[src/source/qsim_pkg.sv]
package qsim_pkg;

  // --------------------
  // sizes
  // --------------------

  // largest supported register
  localparam int MAX_QUBITS  = 4;
  // fixed point format, one part
  localparam int COMP_W      = 16;
  localparam int FRAC_BITS   = 8;
  // sram addressing
  localparam int ADDR_W      = 16;
  // header word at 0, state vector right after
  localparam int STATE_BASE  = 1;
  // multiply, combine, accumulate
  localparam int MAC_LATENCY = 3;

  // --------------------
  // vector types
  // --------------------

  // one signed real or imag part
  typedef logic signed [COMP_W-1:0] comp_t;
  // {real, imag}, also the sram data word
  typedef logic [2*COMP_W-1:0] cplx_t;
  typedef logic [ADDR_W-1:0] sram_addr_t;
  // row or column of a gate matrix
  typedef logic [MAX_QUBITS-1:0] elem_idx_t;
  typedef logic [2:0] qubit_count_t;
  typedef logic [15:0] gate_count_t;

  // run FSM
  typedef enum logic [2:0] {
    idle,
    load_header,
    calculate,
    drain,
    next_pass
  } ctrl_state_t;

endpackage

[src/source/elem_tag_if.sv]
`timescale 1ns/1ps

// per element tags, aligned with the read addresses they describe
interface elem_tag_if
  import qsim_pkg::*;
();
  logic      valid;
  logic      first_col;
  logic      last_col;
  elem_idx_t row;
  // state operand comes from the input sram
  logic      from_input;

  modport src (
    output valid, first_col, last_col, row, from_input
  );
  modport mac (
    input valid, first_col, from_input
  );
  modport wb (
    input valid, last_col, row
  );
endinterface

[src/source/pass_ctrl_if.sv]
`timescale 1ns/1ps

// run and pass control between the FSM and the datapath blocks
interface pass_ctrl_if
  import qsim_pkg::*;
();
  // header capture, num_qubits only meaningful with header_load
  logic         header_load;
  qubit_count_t num_qubits;
  // pass sequencing
  logic start_pass;
  logic to_scratch;
  logic sweep_done;
  logic pass_written;

  modport ctrl (
    output header_load, num_qubits, start_pass, to_scratch,
    input  sweep_done, pass_written
  );
  modport addr (
    input  header_load, num_qubits, start_pass, to_scratch,
    output sweep_done
  );
  modport wb (
    input  to_scratch, sweep_done,
    output pass_written
  );
endinterface

[src/source/cmac_unit.sv]
`timescale 1ns/1ps

module cmac_unit
  import qsim_pkg::*;
(
  input  logic           clk,
  input  logic           reset_n,
  elem_tag_if.mac        tag,
  input  cplx_t          input_read_data,
  input  cplx_t          scratch_read_data,
  input  cplx_t          gates_read_data,
  output cplx_t          row_sum
);

  // tag delayed to meet the sram read data
  logic  valid_d1;
  logic  first_d1;
  logic  from_input_d1;
  logic  valid_s1;
  logic  first_s1;
  logic  valid_s2;
  logic  first_s2;
  cplx_t state_op;
  comp_t s_re;
  comp_t s_im;
  comp_t g_re;
  comp_t g_im;
  comp_t p_rr;
  comp_t p_ii;
  comp_t p_ri;
  comp_t p_ir;
  comp_t sum_re;
  comp_t sum_im;
  comp_t acc_re;
  comp_t acc_im;

  // full product, shift out the fraction, keep low 16 bits
  function automatic comp_t fx_mul(input comp_t a, input comp_t b);
    logic signed [2*COMP_W-1:0] prod;
    prod = a * b;
    return comp_t'(prod >>> FRAC_BITS);
  endfunction

  // operand select
  assign state_op = from_input_d1 ? input_read_data : scratch_read_data;
  assign s_re = state_op[2*COMP_W-1:COMP_W];
  assign s_im = state_op[COMP_W-1:0];
  assign g_re = gates_read_data[2*COMP_W-1:COMP_W];
  assign g_im = gates_read_data[COMP_W-1:0];

  // --------------------
  // tag pipe
  // --------------------
  always_ff @(posedge clk) begin
    if (!reset_n) begin
      valid_d1      <= 1'b0;
      first_d1      <= 1'b0;
      from_input_d1 <= 1'b0;
      valid_s1      <= 1'b0;
      first_s1      <= 1'b0;
      valid_s2      <= 1'b0;
      first_s2      <= 1'b0;
    end else begin
      valid_d1      <= tag.valid;
      first_d1      <= tag.first_col;
      from_input_d1 <= tag.from_input;
      valid_s1      <= valid_d1;
      first_s1      <= first_d1;
      valid_s2      <= valid_s1;
      first_s2      <= first_s1;
    end
  end

  // --------------------
  // arithmetic stages
  // --------------------
  always_ff @(posedge clk) begin
    // stage 1, four partial products
    p_rr <= fx_mul(g_re, s_re);
    p_ii <= fx_mul(g_im, s_im);
    p_ri <= fx_mul(g_re, s_im);
    p_ir <= fx_mul(g_im, s_re);
    // stage 2, complex combine, wraps at 16 bits
    sum_re <= p_rr - p_ii;
    sum_im <= p_ri + p_ir;
    // stage 3, row accumulate, restarts on column 0
    if (valid_s2) begin
      if (first_s2) begin
        acc_re <= sum_re;
        acc_im <= sum_im;
      end else begin
        acc_re <= acc_re + sum_re;
        acc_im <= acc_im + sum_im;
      end
    end
  end

  assign row_sum = {acc_re, acc_im};

endmodule

[src/source/qsim_addr_gen.sv]
`timescale 1ns/1ps

module qsim_addr_gen
  import qsim_pkg::*;
(
  input  logic       clk,
  input  logic       reset_n,
  pass_ctrl_if.addr  pass_ctrl,
  elem_tag_if.src    tag,
  output sram_addr_t input_read_address,
  output sram_addr_t scratch_read_address,
  output sram_addr_t gates_read_address
);

  qubit_count_t q;
  // set after the first pass of a run
  logic         base_used;
  sram_addr_t   gate_base;
  sram_addr_t   nxt_base;
  sram_addr_t   gate_size;
  elem_idx_t    col;
  elem_idx_t    col_max;
  elem_idx_t    nxt_row;
  elem_idx_t    nxt_col;
  logic         nxt_active;
  logic         last_elem;

  // 2^Q - 1 and 4^Q
  assign col_max   = elem_idx_t'((5'd1 << q) - 5'd1);
  assign gate_size = sram_addr_t'(1) << {q, 1'b0};
  assign last_elem = (tag.row == col_max) && (col == col_max);

  // each later pass moves to the next gate matrix
  assign nxt_base = (pass_ctrl.start_pass && base_used) ? gate_base + gate_size : gate_base;

  // --------------------
  // gate offset
  // --------------------
  always_ff @(posedge clk) begin
    if (!reset_n) begin
      q         <= '0;
      base_used <= 1'b0;
      gate_base <= '0;
    end else if (pass_ctrl.header_load) begin
      q         <= pass_ctrl.num_qubits;
      base_used <= 1'b0;
      gate_base <= '0;
    end else if (pass_ctrl.start_pass) begin
      base_used <= 1'b1;
      gate_base <= nxt_base;
    end
  end

  // --------------------
  // row and column sweep
  // --------------------
  always_comb begin
    nxt_active = tag.valid;
    nxt_row    = tag.row;
    nxt_col    = col;
    if (pass_ctrl.start_pass) begin
      nxt_active = 1'b1;
      nxt_row    = '0;
      nxt_col    = '0;
    end else if (tag.valid) begin
      if (last_elem) begin
        nxt_active = 1'b0;
      end else if (col == col_max) begin
        // row-major, wrap into next row
        nxt_col = '0;
        nxt_row = tag.row + 1'b1;
      end else begin
        nxt_col = col + 1'b1;
      end
    end
  end

  // addresses and tags registered together
  always_ff @(posedge clk) begin
    if (!reset_n) begin
      tag.valid            <= 1'b0;
      tag.row              <= '0;
      tag.first_col        <= 1'b0;
      tag.last_col         <= 1'b0;
      tag.from_input       <= 1'b0;
      col                  <= '0;
      pass_ctrl.sweep_done <= 1'b0;
      input_read_address   <= '0;
      scratch_read_address <= '0;
      gates_read_address   <= '0;
    end else begin
      tag.valid            <= nxt_active;
      tag.row              <= nxt_row;
      tag.first_col        <= nxt_active && (nxt_col == '0);
      tag.last_col         <= nxt_active && (nxt_col == col_max);
      // even passes write the scratchpad and read the input sram
      tag.from_input       <= pass_ctrl.to_scratch;
      col                  <= nxt_col;
      // cycle after the last element went out
      pass_ctrl.sweep_done <= tag.valid && last_elem;
      if (nxt_active) begin
        input_read_address   <= sram_addr_t'(nxt_col) + sram_addr_t'(STATE_BASE);
        scratch_read_address <= sram_addr_t'(nxt_col);
        gates_read_address   <= nxt_base + (sram_addr_t'(nxt_row) << q) + sram_addr_t'(nxt_col);
      end else begin
        // idle reads point at the header word
        input_read_address   <= '0;
        scratch_read_address <= '0;
        gates_read_address   <= '0;
      end
    end
  end

  // column stays inside the matrix for the latched Q
  assert property (@(posedge clk) disable iff (!reset_n)
    tag.valid |-> (col <= col_max));

endmodule

[src/source/qsim_controller.sv]
`timescale 1ns/1ps

module qsim_controller
  import qsim_pkg::*;
(
  input  logic      clk,
  input  logic      reset_n,
  input  logic      dut_valid,
  output logic      dut_ready,
  input  cplx_t     header_data,
  pass_ctrl_if.ctrl pass_ctrl
);

  ctrl_state_t state;
  ctrl_state_t nxt_state;
  // passes still to run, counts down per pass_written
  gate_count_t gates_left;
  gate_count_t header_gates;
  logic        pass_end;

  // --------------------
  // header fields
  // --------------------

  // Q upper half, M lower half
  assign header_gates = header_data[COMP_W-1:0];
  assign pass_ctrl.num_qubits = header_data[COMP_W +: $bits(qubit_count_t)];

  // addr gen parks the input read at 0 outside a sweep
  assign pass_ctrl.header_load = (state == load_header);
  // one cycle state, so a single pulse
  assign pass_ctrl.start_pass = (state == next_pass);

  // last row sum of the pass has landed
  assign pass_end = (state == drain) && pass_ctrl.pass_written;

  // --------------------
  // next state
  // --------------------
  always_comb begin
    nxt_state = state;
    case (state)
      idle: begin
        if (dut_valid && dut_ready) begin
          nxt_state = load_header;
        end
      end
      load_header: begin
        // no gates, nothing to write
        nxt_state = (header_gates == '0) ? idle : next_pass;
      end
      next_pass: begin
        nxt_state = calculate;
      end
      calculate: begin
        if (pass_ctrl.sweep_done) begin
          nxt_state = drain;
        end
      end
      drain: begin
        // wait for the pipe to empty before the buffers swap
        if (pass_ctrl.pass_written) begin
          nxt_state = (gates_left == gate_count_t'(1)) ? idle : next_pass;
        end
      end
      default: begin
        nxt_state = idle;
      end
    endcase
  end

  // --------------------
  // state and counters
  // --------------------
  always_ff @(posedge clk) begin
    if (!reset_n) begin
      state                <= idle;
      dut_ready            <= 1'b0;
      gates_left           <= '0;
      pass_ctrl.to_scratch <= 1'b1;
    end else begin
      state     <= nxt_state;
      // registered, so high exactly while in idle
      dut_ready <= (nxt_state == idle);
      if (pass_ctrl.header_load) begin
        gates_left           <= header_gates;
        // pass 0 is even, writes the scratchpad
        pass_ctrl.to_scratch <= 1'b1;
      end else if (pass_end) begin
        gates_left           <= gates_left - 1'b1;
        pass_ctrl.to_scratch <= !pass_ctrl.to_scratch;
      end
    end
  end

  // header must name a supported register size
  assert property (@(posedge clk) disable iff (!reset_n)
    pass_ctrl.header_load |-> (pass_ctrl.num_qubits >= 1 &&
                               pass_ctrl.num_qubits <= MAX_QUBITS));

  // a pass only starts while a gate is still left to apply
  assert property (@(posedge clk) disable iff (!reset_n)
    pass_ctrl.start_pass |-> (gates_left != '0));

endmodule

[src/source/qsim_top.sv]
`timescale 1ns/1ps

module qsim_top
  import qsim_pkg::*;
(
  input  logic       clk,
  input  logic       reset_n,
  input  logic       dut_valid,
  output logic       dut_ready,
  // input state sram
  output sram_addr_t input_sram_read_address,
  input  cplx_t      input_sram_read_data,
  output logic       input_sram_write_enable,
  output sram_addr_t input_sram_write_address,
  output cplx_t      input_sram_write_data,
  // scratchpad sram
  output sram_addr_t scratch_sram_read_address,
  input  cplx_t      scratch_sram_read_data,
  output logic       scratch_sram_write_enable,
  output sram_addr_t scratch_sram_write_address,
  output cplx_t      scratch_sram_write_data,
  // output state sram, write only
  output logic       output_sram_write_enable,
  output sram_addr_t output_sram_write_address,
  output cplx_t      output_sram_write_data,
  // gates sram, read only
  output sram_addr_t gates_sram_read_address,
  input  cplx_t      gates_sram_read_data
);

  pass_ctrl_if pass_bus ();
  elem_tag_if  tag_bus ();

  cplx_t      row_sum;
  sram_addr_t dest_write_address;

  // one row sum feeds every destination
  assign input_sram_write_data      = row_sum;
  assign scratch_sram_write_data    = row_sum;
  assign output_sram_write_data     = row_sum;
  // enables pick the buffer, address shared
  assign input_sram_write_address   = dest_write_address;
  assign scratch_sram_write_address = dest_write_address;

  // --------------------
  // instances
  // --------------------
  qsim_controller controller_i (
    .clk         (clk),
    .reset_n     (reset_n),
    .dut_valid   (dut_valid),
    .dut_ready   (dut_ready),
    .header_data (input_sram_read_data),
    .pass_ctrl   (pass_bus.ctrl)
  );

  qsim_addr_gen addr_gen_i (
    .clk                  (clk),
    .reset_n              (reset_n),
    .pass_ctrl            (pass_bus.addr),
    .tag                  (tag_bus.src),
    .input_read_address   (input_sram_read_address),
    .scratch_read_address (scratch_sram_read_address),
    .gates_read_address   (gates_sram_read_address)
  );

  cmac_unit cmac_i (
    .clk               (clk),
    .reset_n           (reset_n),
    .tag               (tag_bus.mac),
    .input_read_data   (input_sram_read_data),
    .scratch_read_data (scratch_sram_read_data),
    .gates_read_data   (gates_sram_read_data),
    .row_sum           (row_sum)
  );

  qsim_writeback writeback_i (
    .clk                  (clk),
    .reset_n              (reset_n),
    .tag                  (tag_bus.wb),
    .pass_ctrl            (pass_bus.wb),
    .input_write_enable   (input_sram_write_enable),
    .scratch_write_enable (scratch_sram_write_enable),
    .output_write_enable  (output_sram_write_enable),
    .dest_write_address   (dest_write_address),
    .output_write_address (output_sram_write_address)
  );

endmodule

[src/source/qsim_writeback.sv]
`timescale 1ns/1ps

module qsim_writeback
  import qsim_pkg::*;
(
  input  logic       clk,
  input  logic       reset_n,
  elem_tag_if.wb     tag,
  pass_ctrl_if.wb    pass_ctrl,
  output logic       input_write_enable,
  output logic       scratch_write_enable,
  output logic       output_write_enable,
  output sram_addr_t dest_write_address,
  output sram_addr_t output_write_address
);

  // MAC_LATENCY stages here plus the output register
  logic [MAC_LATENCY-1:0] valid_pipe;
  logic [MAC_LATENCY-1:0] last_pipe;
  logic [MAC_LATENCY-1:0] done_pipe;
  elem_idx_t              row_pipe [MAC_LATENCY];
  logic                   row_hit;

  // row sum complete on its last column
  assign row_hit = valid_pipe[MAC_LATENCY-1] && last_pipe[MAC_LATENCY-1];

  // --------------------
  // enables
  // --------------------
  always_ff @(posedge clk) begin
    if (!reset_n) begin
      valid_pipe             <= '0;
      last_pipe              <= '0;
      done_pipe              <= '0;
      input_write_enable     <= 1'b0;
      scratch_write_enable   <= 1'b0;
      output_write_enable    <= 1'b0;
      pass_ctrl.pass_written <= 1'b0;
    end else begin
      valid_pipe           <= {valid_pipe[MAC_LATENCY-2:0], tag.valid};
      last_pipe            <= {last_pipe[MAC_LATENCY-2:0], tag.last_col};
      // sweep_done trails the last element by one, so it lands after the last write
      done_pipe            <= {done_pipe[MAC_LATENCY-2:0], pass_ctrl.sweep_done};
      input_write_enable   <= row_hit && !pass_ctrl.to_scratch;
      scratch_write_enable <= row_hit && pass_ctrl.to_scratch;
      // every pass also lands in the output sram
      output_write_enable  <= row_hit;
      pass_ctrl.pass_written <= done_pipe[MAC_LATENCY-1];
    end
  end

  // --------------------
  // addresses
  // --------------------
  always_ff @(posedge clk) begin
    row_pipe[0] <= tag.row;
    for (int i = 1; i < MAC_LATENCY; i++) begin
      row_pipe[i] <= row_pipe[i-1];
    end
    output_write_address <= sram_addr_t'(row_pipe[MAC_LATENCY-1]);
    // input sram keeps the header at 0
    if (pass_ctrl.to_scratch) begin
      dest_write_address <= sram_addr_t'(row_pipe[MAC_LATENCY-1]);
    end else begin
      dest_write_address <= sram_addr_t'(row_pipe[MAC_LATENCY-1]) + sram_addr_t'(STATE_BASE);
    end
  end

  // one destination buffer per pass, parity only moves with the pipe empty
  assert property (@(posedge clk) disable iff (!reset_n)
    !$stable(pass_ctrl.to_scratch) |-> (valid_pipe == '0));

  // sweep end and tag stream agree, pass_written right after a row write
  assert property (@(posedge clk) disable iff (!reset_n)
    pass_ctrl.pass_written |-> $past(output_write_enable));

endmodule

[config.mk]
export PLATFORM = sky130hd
export DESIGN_NAME = qsim_top
export DESIGN_NICKNAME = d
export VERILOG_FILES = /design/src/source/qsim_pkg.sv /design/src/source/elem_tag_if.sv /design/src/source/pass_ctrl_if.sv /design/src/source/cmac_unit.sv /design/src/source/qsim_addr_gen.sv /design/src/source/qsim_controller.sv /design/src/source/qsim_top.sv /design/src/source/qsim_writeback.sv
export SDC_FILE = /design/constraint.sdc
export NUM_CORES = 2
export LEC_CHECK = 0
export ABC_CLOCK_PERIOD_IN_PS = 7600
export CORE_MARGIN = 1
export CORE_UTILIZATION = 65
export CTS_BUF_LIST = sky130_fd_sc_hd__clkbuf_16
export CTS_CLUSTER_SIZE = 14
export DETAILED_ROUTE_END_ITERATION = 8
export DONT_BUFFER_PORTS = 1
export PLACE_DENSITY = 0.81
export SKIP_CTS_REPAIR_TIMING = 1
export SYNTH_ARGS = -nofsm -noshare
export SYNTH_HDL_FRONTEND = slang
export SYNTH_HIERARCHICAL = 1
export SYNTH_SLANG_ARGS = --single-unit
[constraint.sdc]
create_clock -name clk -period 7.6 [get_ports clk]
set_input_delay 0.76 -clock clk [delete_from_list [all_inputs] [get_ports clk]]
set_output_delay 0.76 -clock clk [all_outputs]
set_load 0.01 [all_outputs]
**Word-level counts from Yosys, hierarchy flattened**

Memory sizes are Yosys's and may differ from the RTL's.
Index checks and enable logic that the tools add are counted.

- Bits in registers: 259
- Bits in writable memories: 12
- Word-level logic and storage cells: 115
- Memories kept: 1

Memories:

| memory | depth | bits a word | rd ports | clocked after Yosys merged registers in | write ports | line | RTL |
|---|---|---|---|---|---|---|---|
| writeback_i.row_pipe | 3 | 4 | 3 | 0 | 3 | qsim_writeback.sv:21 | `elem_idx_t row_pipe [MAC_LATENCY];` |

- Add/sub/neg operators: 13
- Multiply operators: 4
- Equal/unequal tests: 8
- Shift-type cells: 3
- Muxes and demuxes: 24
- Bitwise logic cells: 1
- Reductions and logical operators: 18

Operators by type and width:

| cell | number |
|---|---|
| 16-bit by 16-bit multiplier with 24-bit output | 4 |
| 16-bit adder | 5 |
| 16-bit two-way mux | 5 |
| 4-bit two-way mux | 9 |
| 32-bit two-way mux | 1 |
| 16-bit by 4-bit adder with 16-bit output | 1 |
| 16-bit by 1-bit equality test with 1-bit output (second input constant) | 1 |
| 16-bit logical NOT | 1 |
| 1-bit by 4-bit left shift with 16-bit output (first input constant) | 1 |
| 4-bit by 3-bit left shift with 16-bit output | 1 |
| 16-bit by 1-bit subtractor with 16-bit output (second input constant) | 1 |
| 16-bit subtractor | 1 |
| 3-bit two-way mux | 5 |
| 3-bit case mux with 5 select lines | 1 |
| 4-bit equality test | 3 |
| 4-bit by 1-bit adder with 5-bit output (second input constant) | 2 |
| 1-bit logical AND | 10 |
| 4-bit by 1-bit adder with 4-bit output (second input constant) | 2 |
| 3-bit by 2-bit equality test with 1-bit output (second input constant) | 2 |
| 3-bit logical NOT | 2 |
| 4-bit logical NOT | 1 |
| 1-bit by 3-bit left shift with 4-bit output (first input constant) | 1 |
| 4-bit by 1-bit subtractor with 4-bit output (second input constant) | 1 |
| 3-bit by 1-bit equality test with 1-bit output (second input constant) | 1 |
| other kinds (7) | 9 |

**Logic depth before layout (Yosys ltp)**

- Word-level depth: 10
- Mapped depth: 27
- Mapped depth without buffers: 23

**By module**

Netlist, hierarchy kept.

Modules (own cells, without submodules):

| module | times used | cells an instance | area an instance (um2) | sequential area each (um2) |
|---|---|---|---|---|
| cmac_unit | 1 | 4073 | 36302.3 | 3022.9 |
| qsim_addr_gen | 1 | 470 | 4007.6 | 1161.1 |
| qsim_controller | 1 | 166 | 1347.5 | 420.4 |
| qsim_writeback | 1 | 80 | 1023.5 | 680.7 |
| qsim_top | 1 | 80 | 600.6 | 0.0 |

**Worst setup path before layout**

Ideal clock, no wire load.

- Path kind: reg-to-reg
- Start point: register cmac_i.from_input_d1
- End point: register cmac_i.p_ii[15]
- Setup time: 0.072 ns
- Arrival time: 6.808 ns
- Data required time: 7.528 ns
- Path slack: 0.720 ns
- Cell stages (with the launch flop): 25
- Buffers on the path: 4
- Path through: dfxtp_1 -> buf_6 -> buf_2 -> buf_1 -> mux2i_1 -> clkbuf_1 -> nor2b_1 -> fa_1 -> inv_1 -> fa_1 -> fa_1 -> inv_1 -> fa_1 -> fa_1 -> inv_1 -> fa_1 -> inv_1 -> ha_1 -> or4_1 -> o32ai_1 -> a21oi_2 -> a41oi_1 -> a21oi_1 -> a211oi_1 -> xnor2_1

- Longest elaborated chain between the ends: 2

RTL lines:

| what | line | RTL |
|---|---|---|
| start, declared | cmac_unit.sv:18 | `logic from_input_d1;` |
| start signal, assigned | cmac_unit.sv:66 | `from_input_d1 <= tag.from_input;` |
| 32-bit two-way mux | cmac_unit.sv:45 | `assign state_op = from_input_d1 ? input_read_data : scratch_read_data;` |
| 16-bit by 16-bit multiplier with 24-bit output | cmac_unit.sv:40 | `prod = a * b;` |
| end signal, assigned | cmac_unit.sv:80 | `p_ii <= fx_mul(g_im, s_im);` |
| end, declared | cmac_unit.sv:29 | `comp_t p_ii;` |

Every way passes these cells.
A chain may end at the register's enable or synchronous reset.

**Worst setup path after layout**

- Start point: register cmac_i.from_input_d1
- End point: register cmac_i.p_ri[14]

- Longest elaborated chain between the ends: 2

RTL lines:

| what | line | RTL |
|---|---|---|
| 32-bit two-way mux | cmac_unit.sv:45 |  |
| 16-bit by 16-bit multiplier with 24-bit output | cmac_unit.sv:40 |  |
| end signal, assigned | cmac_unit.sv:81 | `p_ri <= fx_mul(g_re, s_im);` |
| end, declared | cmac_unit.sv:30 | `comp_t p_ri;` |

Every way passes these cells.

==> results.cfg <==
[run_status]
run_status = complete, no violations

[logic_synthesis]
syn-instance-count = 4869
netlist_area_um2 = 43300
yosysWarnings = 6
seq_area_frac_synth_pct = 12.2
synth_cell_types = 98
synth_edf_count = 32
synth_top_flop_cell = dfxtp_1
synthArstFlopShare_pct = 0
synth.avg_cell_area_um2 = 8.89
ys_ff_latch = 248

[grt]
grt_remaining_overflow = 0
antenna_found_initial = 11
grt_overall_usage_pct = 33.5
first_global_vias = 33200
grt_pass1_wl_mm = 176
pin_count_of_the_biggest_net_entering_global_routing = 65

[detailed_routing]
maxUsedRoutingLayer = met5
met3RoutedLength_mm = 10.8
avgRoutedWirePerCell_um = 19.6
via_count = 31400
drc_marker_count_from_the_first_detailed_route_iteration = 2468
postRouteAntennaNets = 0
post_route_drc_violation_count = 0
met2RoutedLength_mm = 49.0
met1Wirelength_mm = 43.1
first_pass_iters = 6
totalWireLength_mm = 109
via_per_instance_ratio = 5.67

[sta]
timing_max_transition_violations_final = 0
period_share_pct = 95.1
max_slew_margin_pct = 34.2
rsz_0062_raised_after_global_routing = no
clock_skew_ns = 0.0212
tns_ns = 0
hold_viol = 0
setup_viol = 0
worst_pin_slew_ns = 0.966
fmax_mhz = 138
final_period_minus_worst_setup_slack_ns = 7.23

[floorplanning]
floorplan.core_area_um2 = 65900
floorplan.die.width_um = 260
start_util_pct = 65.7
row_count = 94
total_die_area_um2 = 67600
num_io_pins = 295
die_height_um = 260

[setup_path]
r2r_slack_ns = 0.37
timing.rr.start = cmac_i/from_input_d1
cp_slowest_stage_delay_ns = 0.59
reg2regPathDepth = 26
crit_slowest_cell = dfxtp_2
critical_path.endpoint_type = flip-flop
timing.critical_path.mode_cell = fa_1
start_kind = flip-flop
kind_of_critical_path = flip-flop to flip-flop
worstPathBufferInverterCount = 8
critical_path_required_ns = 8.08
worst-path-max-fanout = 21
reg2reg_to = cmac_i/p_ri[14]
worst-endpoint-arrival_ns = 7.70
critPathTopFamily = adder cells

[job]
maxCapViolCount = 0

[clocking]
cts.sinks = 248
max-clock-path-buffers = 3
cts_htree_levels = 1
clock_pin_slew_reported_for_the_worst_setup_and_hold_paths_after_clock_tree_synthesis_ns = 0.06
cts-root-buf = clkbuf_16
clock_latency_ns = 0.60
tritoncts_clock_tree = done
cts_bufs_inserted = 28

[layout]
utilization_pct = 67.2
final_layout_size_suffix_gt1_share_pct = 4.04
final_cell_area_um2 = 44200
net_count_of_the_finished_layout = 5885
area_growth_syn_to_layout_pct = 2.21
layout.area.seq_um2 = 5290
multi_input_area_um2 = 32600
fillers = 5145

[worst_hold_path]
timing.hold.worst.start = reset_n
holdPathStages = 1
hp-class = primary input to flip-flop
hold-path-endpoint = addr_gen_i/tag.from_input

[placement]
dp_hpwl_mm = 85.3
gp_routability_congestion = 0.945
detailed_place.area_um2 = 43300
io_buffer_count = 0
[registers in the layout (all words and copies together) (netlist names), 4 cells and up]
register / flops
cmac_i/p_ri: 16
addr_gen_i/col: 4
cmac_i/acc_im: 16
cmac_i/p_ir: 16
cmac_i/p_rr: 16
addr_gen_i/gate_base: 16
writeback_i/dest_write_address: 5
cmac_i/sum_re: 16
addr_gen_i/scratch_read_address: 4
addr_gen_i/input_read_address: 5
writeback_i/row_pipe: 12
writeback_i/output_write_address: 4
cmac_i/p_ii: 16
cmac_i/acc_re: 16
addr_gen_i/tag.row: 4
addr_gen_i/gates_read_address: 16
cmac_i/sum_im: 16
controller_i/gates_left: 16
[metrics by stage]
step / hold slack [ns] / cells / setup slack [ns]
floorplan: 0.310 / 4913 / 0.720
global placement: 0.310 / 5494 / 0.695
detailed placement: 0.315 / 5494 / 0.493
CTS: 0.273 / 5545 / 0.468
global route: 0.294 / 5549 / 0.0249
finish: 0.292 / 5551 / 0.373
[metal layers]
metal	vias up	GRT usage [%]
met1	15600	43.3
met4	10	15.5
met3	303	7.91
met5	-	0
met2	1416	53.4
li1	14200	-
[synthesized netlist by cell type (all sizes together), types with 32 or more instances]
master / n / area (µm²)
inv: 1045 / 3920
and2: 240 / 1500
nand2b: 51 / 319
fa: 753 / 15100
buf: 147 / 1090
a21oi: 82 / 418
nand2: 541 / 2040
xnor2: 135 / 1180
nor2: 167 / 627
clkbuf: 184 / 691
edfxtp: 32 / 961
ha: 373 / 4670
nor3: 64 / 330
xor2: 72 / 631
dfxtp: 216 / 4320
nand3: 44 / 220
o21ai: 81 / 405
nor2b: 259 / 1620
[worst register-to-register path, stage by stage, from the launching register on]
cell     delay [ns]
dfxtp_2        0.59
buf_12         0.27
buf_4          0.34
mux2_2         0.37
buf_4          0.34
nand2_1        0.14
fa_1           0.52
inv_1          0.06
fa_1           0.50
inv_1          0.05
fa_1           0.53
inv_1          0.05
fa_1           0.46
fa_1           0.51
inv_1          0.06
fa_1           0.48
inv_1          0.04
ha_1           0.33
a21o_1         0.19
a21oi_1        0.23
nor2b_1        0.08
a21oi_1        0.19
a31oi_1        0.18
o21a_1         0.23
o21a_1         0.18
nor3_1         0.14
nor2_1         0.05
[logic make-up (layout without fill, tap and decap cells)]
logic type | Yosys count | count (layout) | share of synthesized area (%)
other | 2 | 52 | 0.0174
adder cells (fa/ha/maj) | 1126 | 1126 | 45.6
XOR/XNOR | 207 | 207 | 4.19
AO/OA/AOI/OAI | 373 | 373 | 6.05
flip-flops | 248 | 248 | 12.2
buffers and inverters | 1377 | 1145 | 13.2
AND/OR/NAND/NOR | 1489 | 1489 | 17.6
multiplexers | 47 | 47 | 1.17
[worst max-delay path by stage]
| stage | cells after the start | startpoint | end |
|---|---|---|---|
| global placement | 23 | cmac_i/from_input_d1 | cmac_i/p_ii[15] |
| finish | 26 | cmac_i/from_input_d1 | cmac_i/p_ri[14] |
| CTS | 24 | cmac_i/from_input_d1 | cmac_i/p_rr[15] |
| floorplan | 24 | cmac_i/from_input_d1 | cmac_i/p_ii[15] |
| global route | 26 | cmac_i/from_input_d1 | cmac_i/p_ri[15] |
| detailed placement | 24 | cmac_i/from_input_d1 | cmac_i/p_rr[15] |
[placed cells by master, fill, tap and decap left out, drive strengths merged, types with 8 or more instances in the layout]
master   synthesis  layout
nor2b          259     259
o22ai            8       8
a21oi           82      82
dfxtp          216     216
a2111oi          8       8
conb             2      46
fa             753     753
buf            147      48
ha             373     373
nor4            13      13
nor4b            8       8
or3             16      16
xnor2          135     135
nand2          541     541
a21o            19      19
inv           1045    1050
edfxtp          32      32
o31ai           15      15
mux2            28      28
or2             18      18
clkinv           1      13
o21ai           81      81
a21boi          10      10
nor2           167     167
and3            17      17
a211oi          19      19
nor3b            8       8
nor3            64      64
o21a            26      26
a31oi           12      12
and2           240     240
nand2b          51      51
mux2i           19      19
nand3           44      44
clkbuf         184      29
nand4           11      11
xor2            72      72
a211o           10      10
[layout make-up]
| cell class | count | area share, % |
|---|---|---|
| Inverter | 1046 | 8.88 |
| Clock inverter | 22 | 0.529 |
| Tap cell | 864 | 2.44 |
| Clock buffer | 29 | 1.64 |
| Antenna cell | 6 | 0.0339 |
| Timing Repair Buffer | 48 | 0.899 |
| Sequential cell | 248 | 12.0 |
| Multi-Input combinational cell | 3288 | 73.6 |
Power is left out: the tool's default activity adds up to more than one toggle a clock period on the data nets, which glitch-free logic cannot reach.
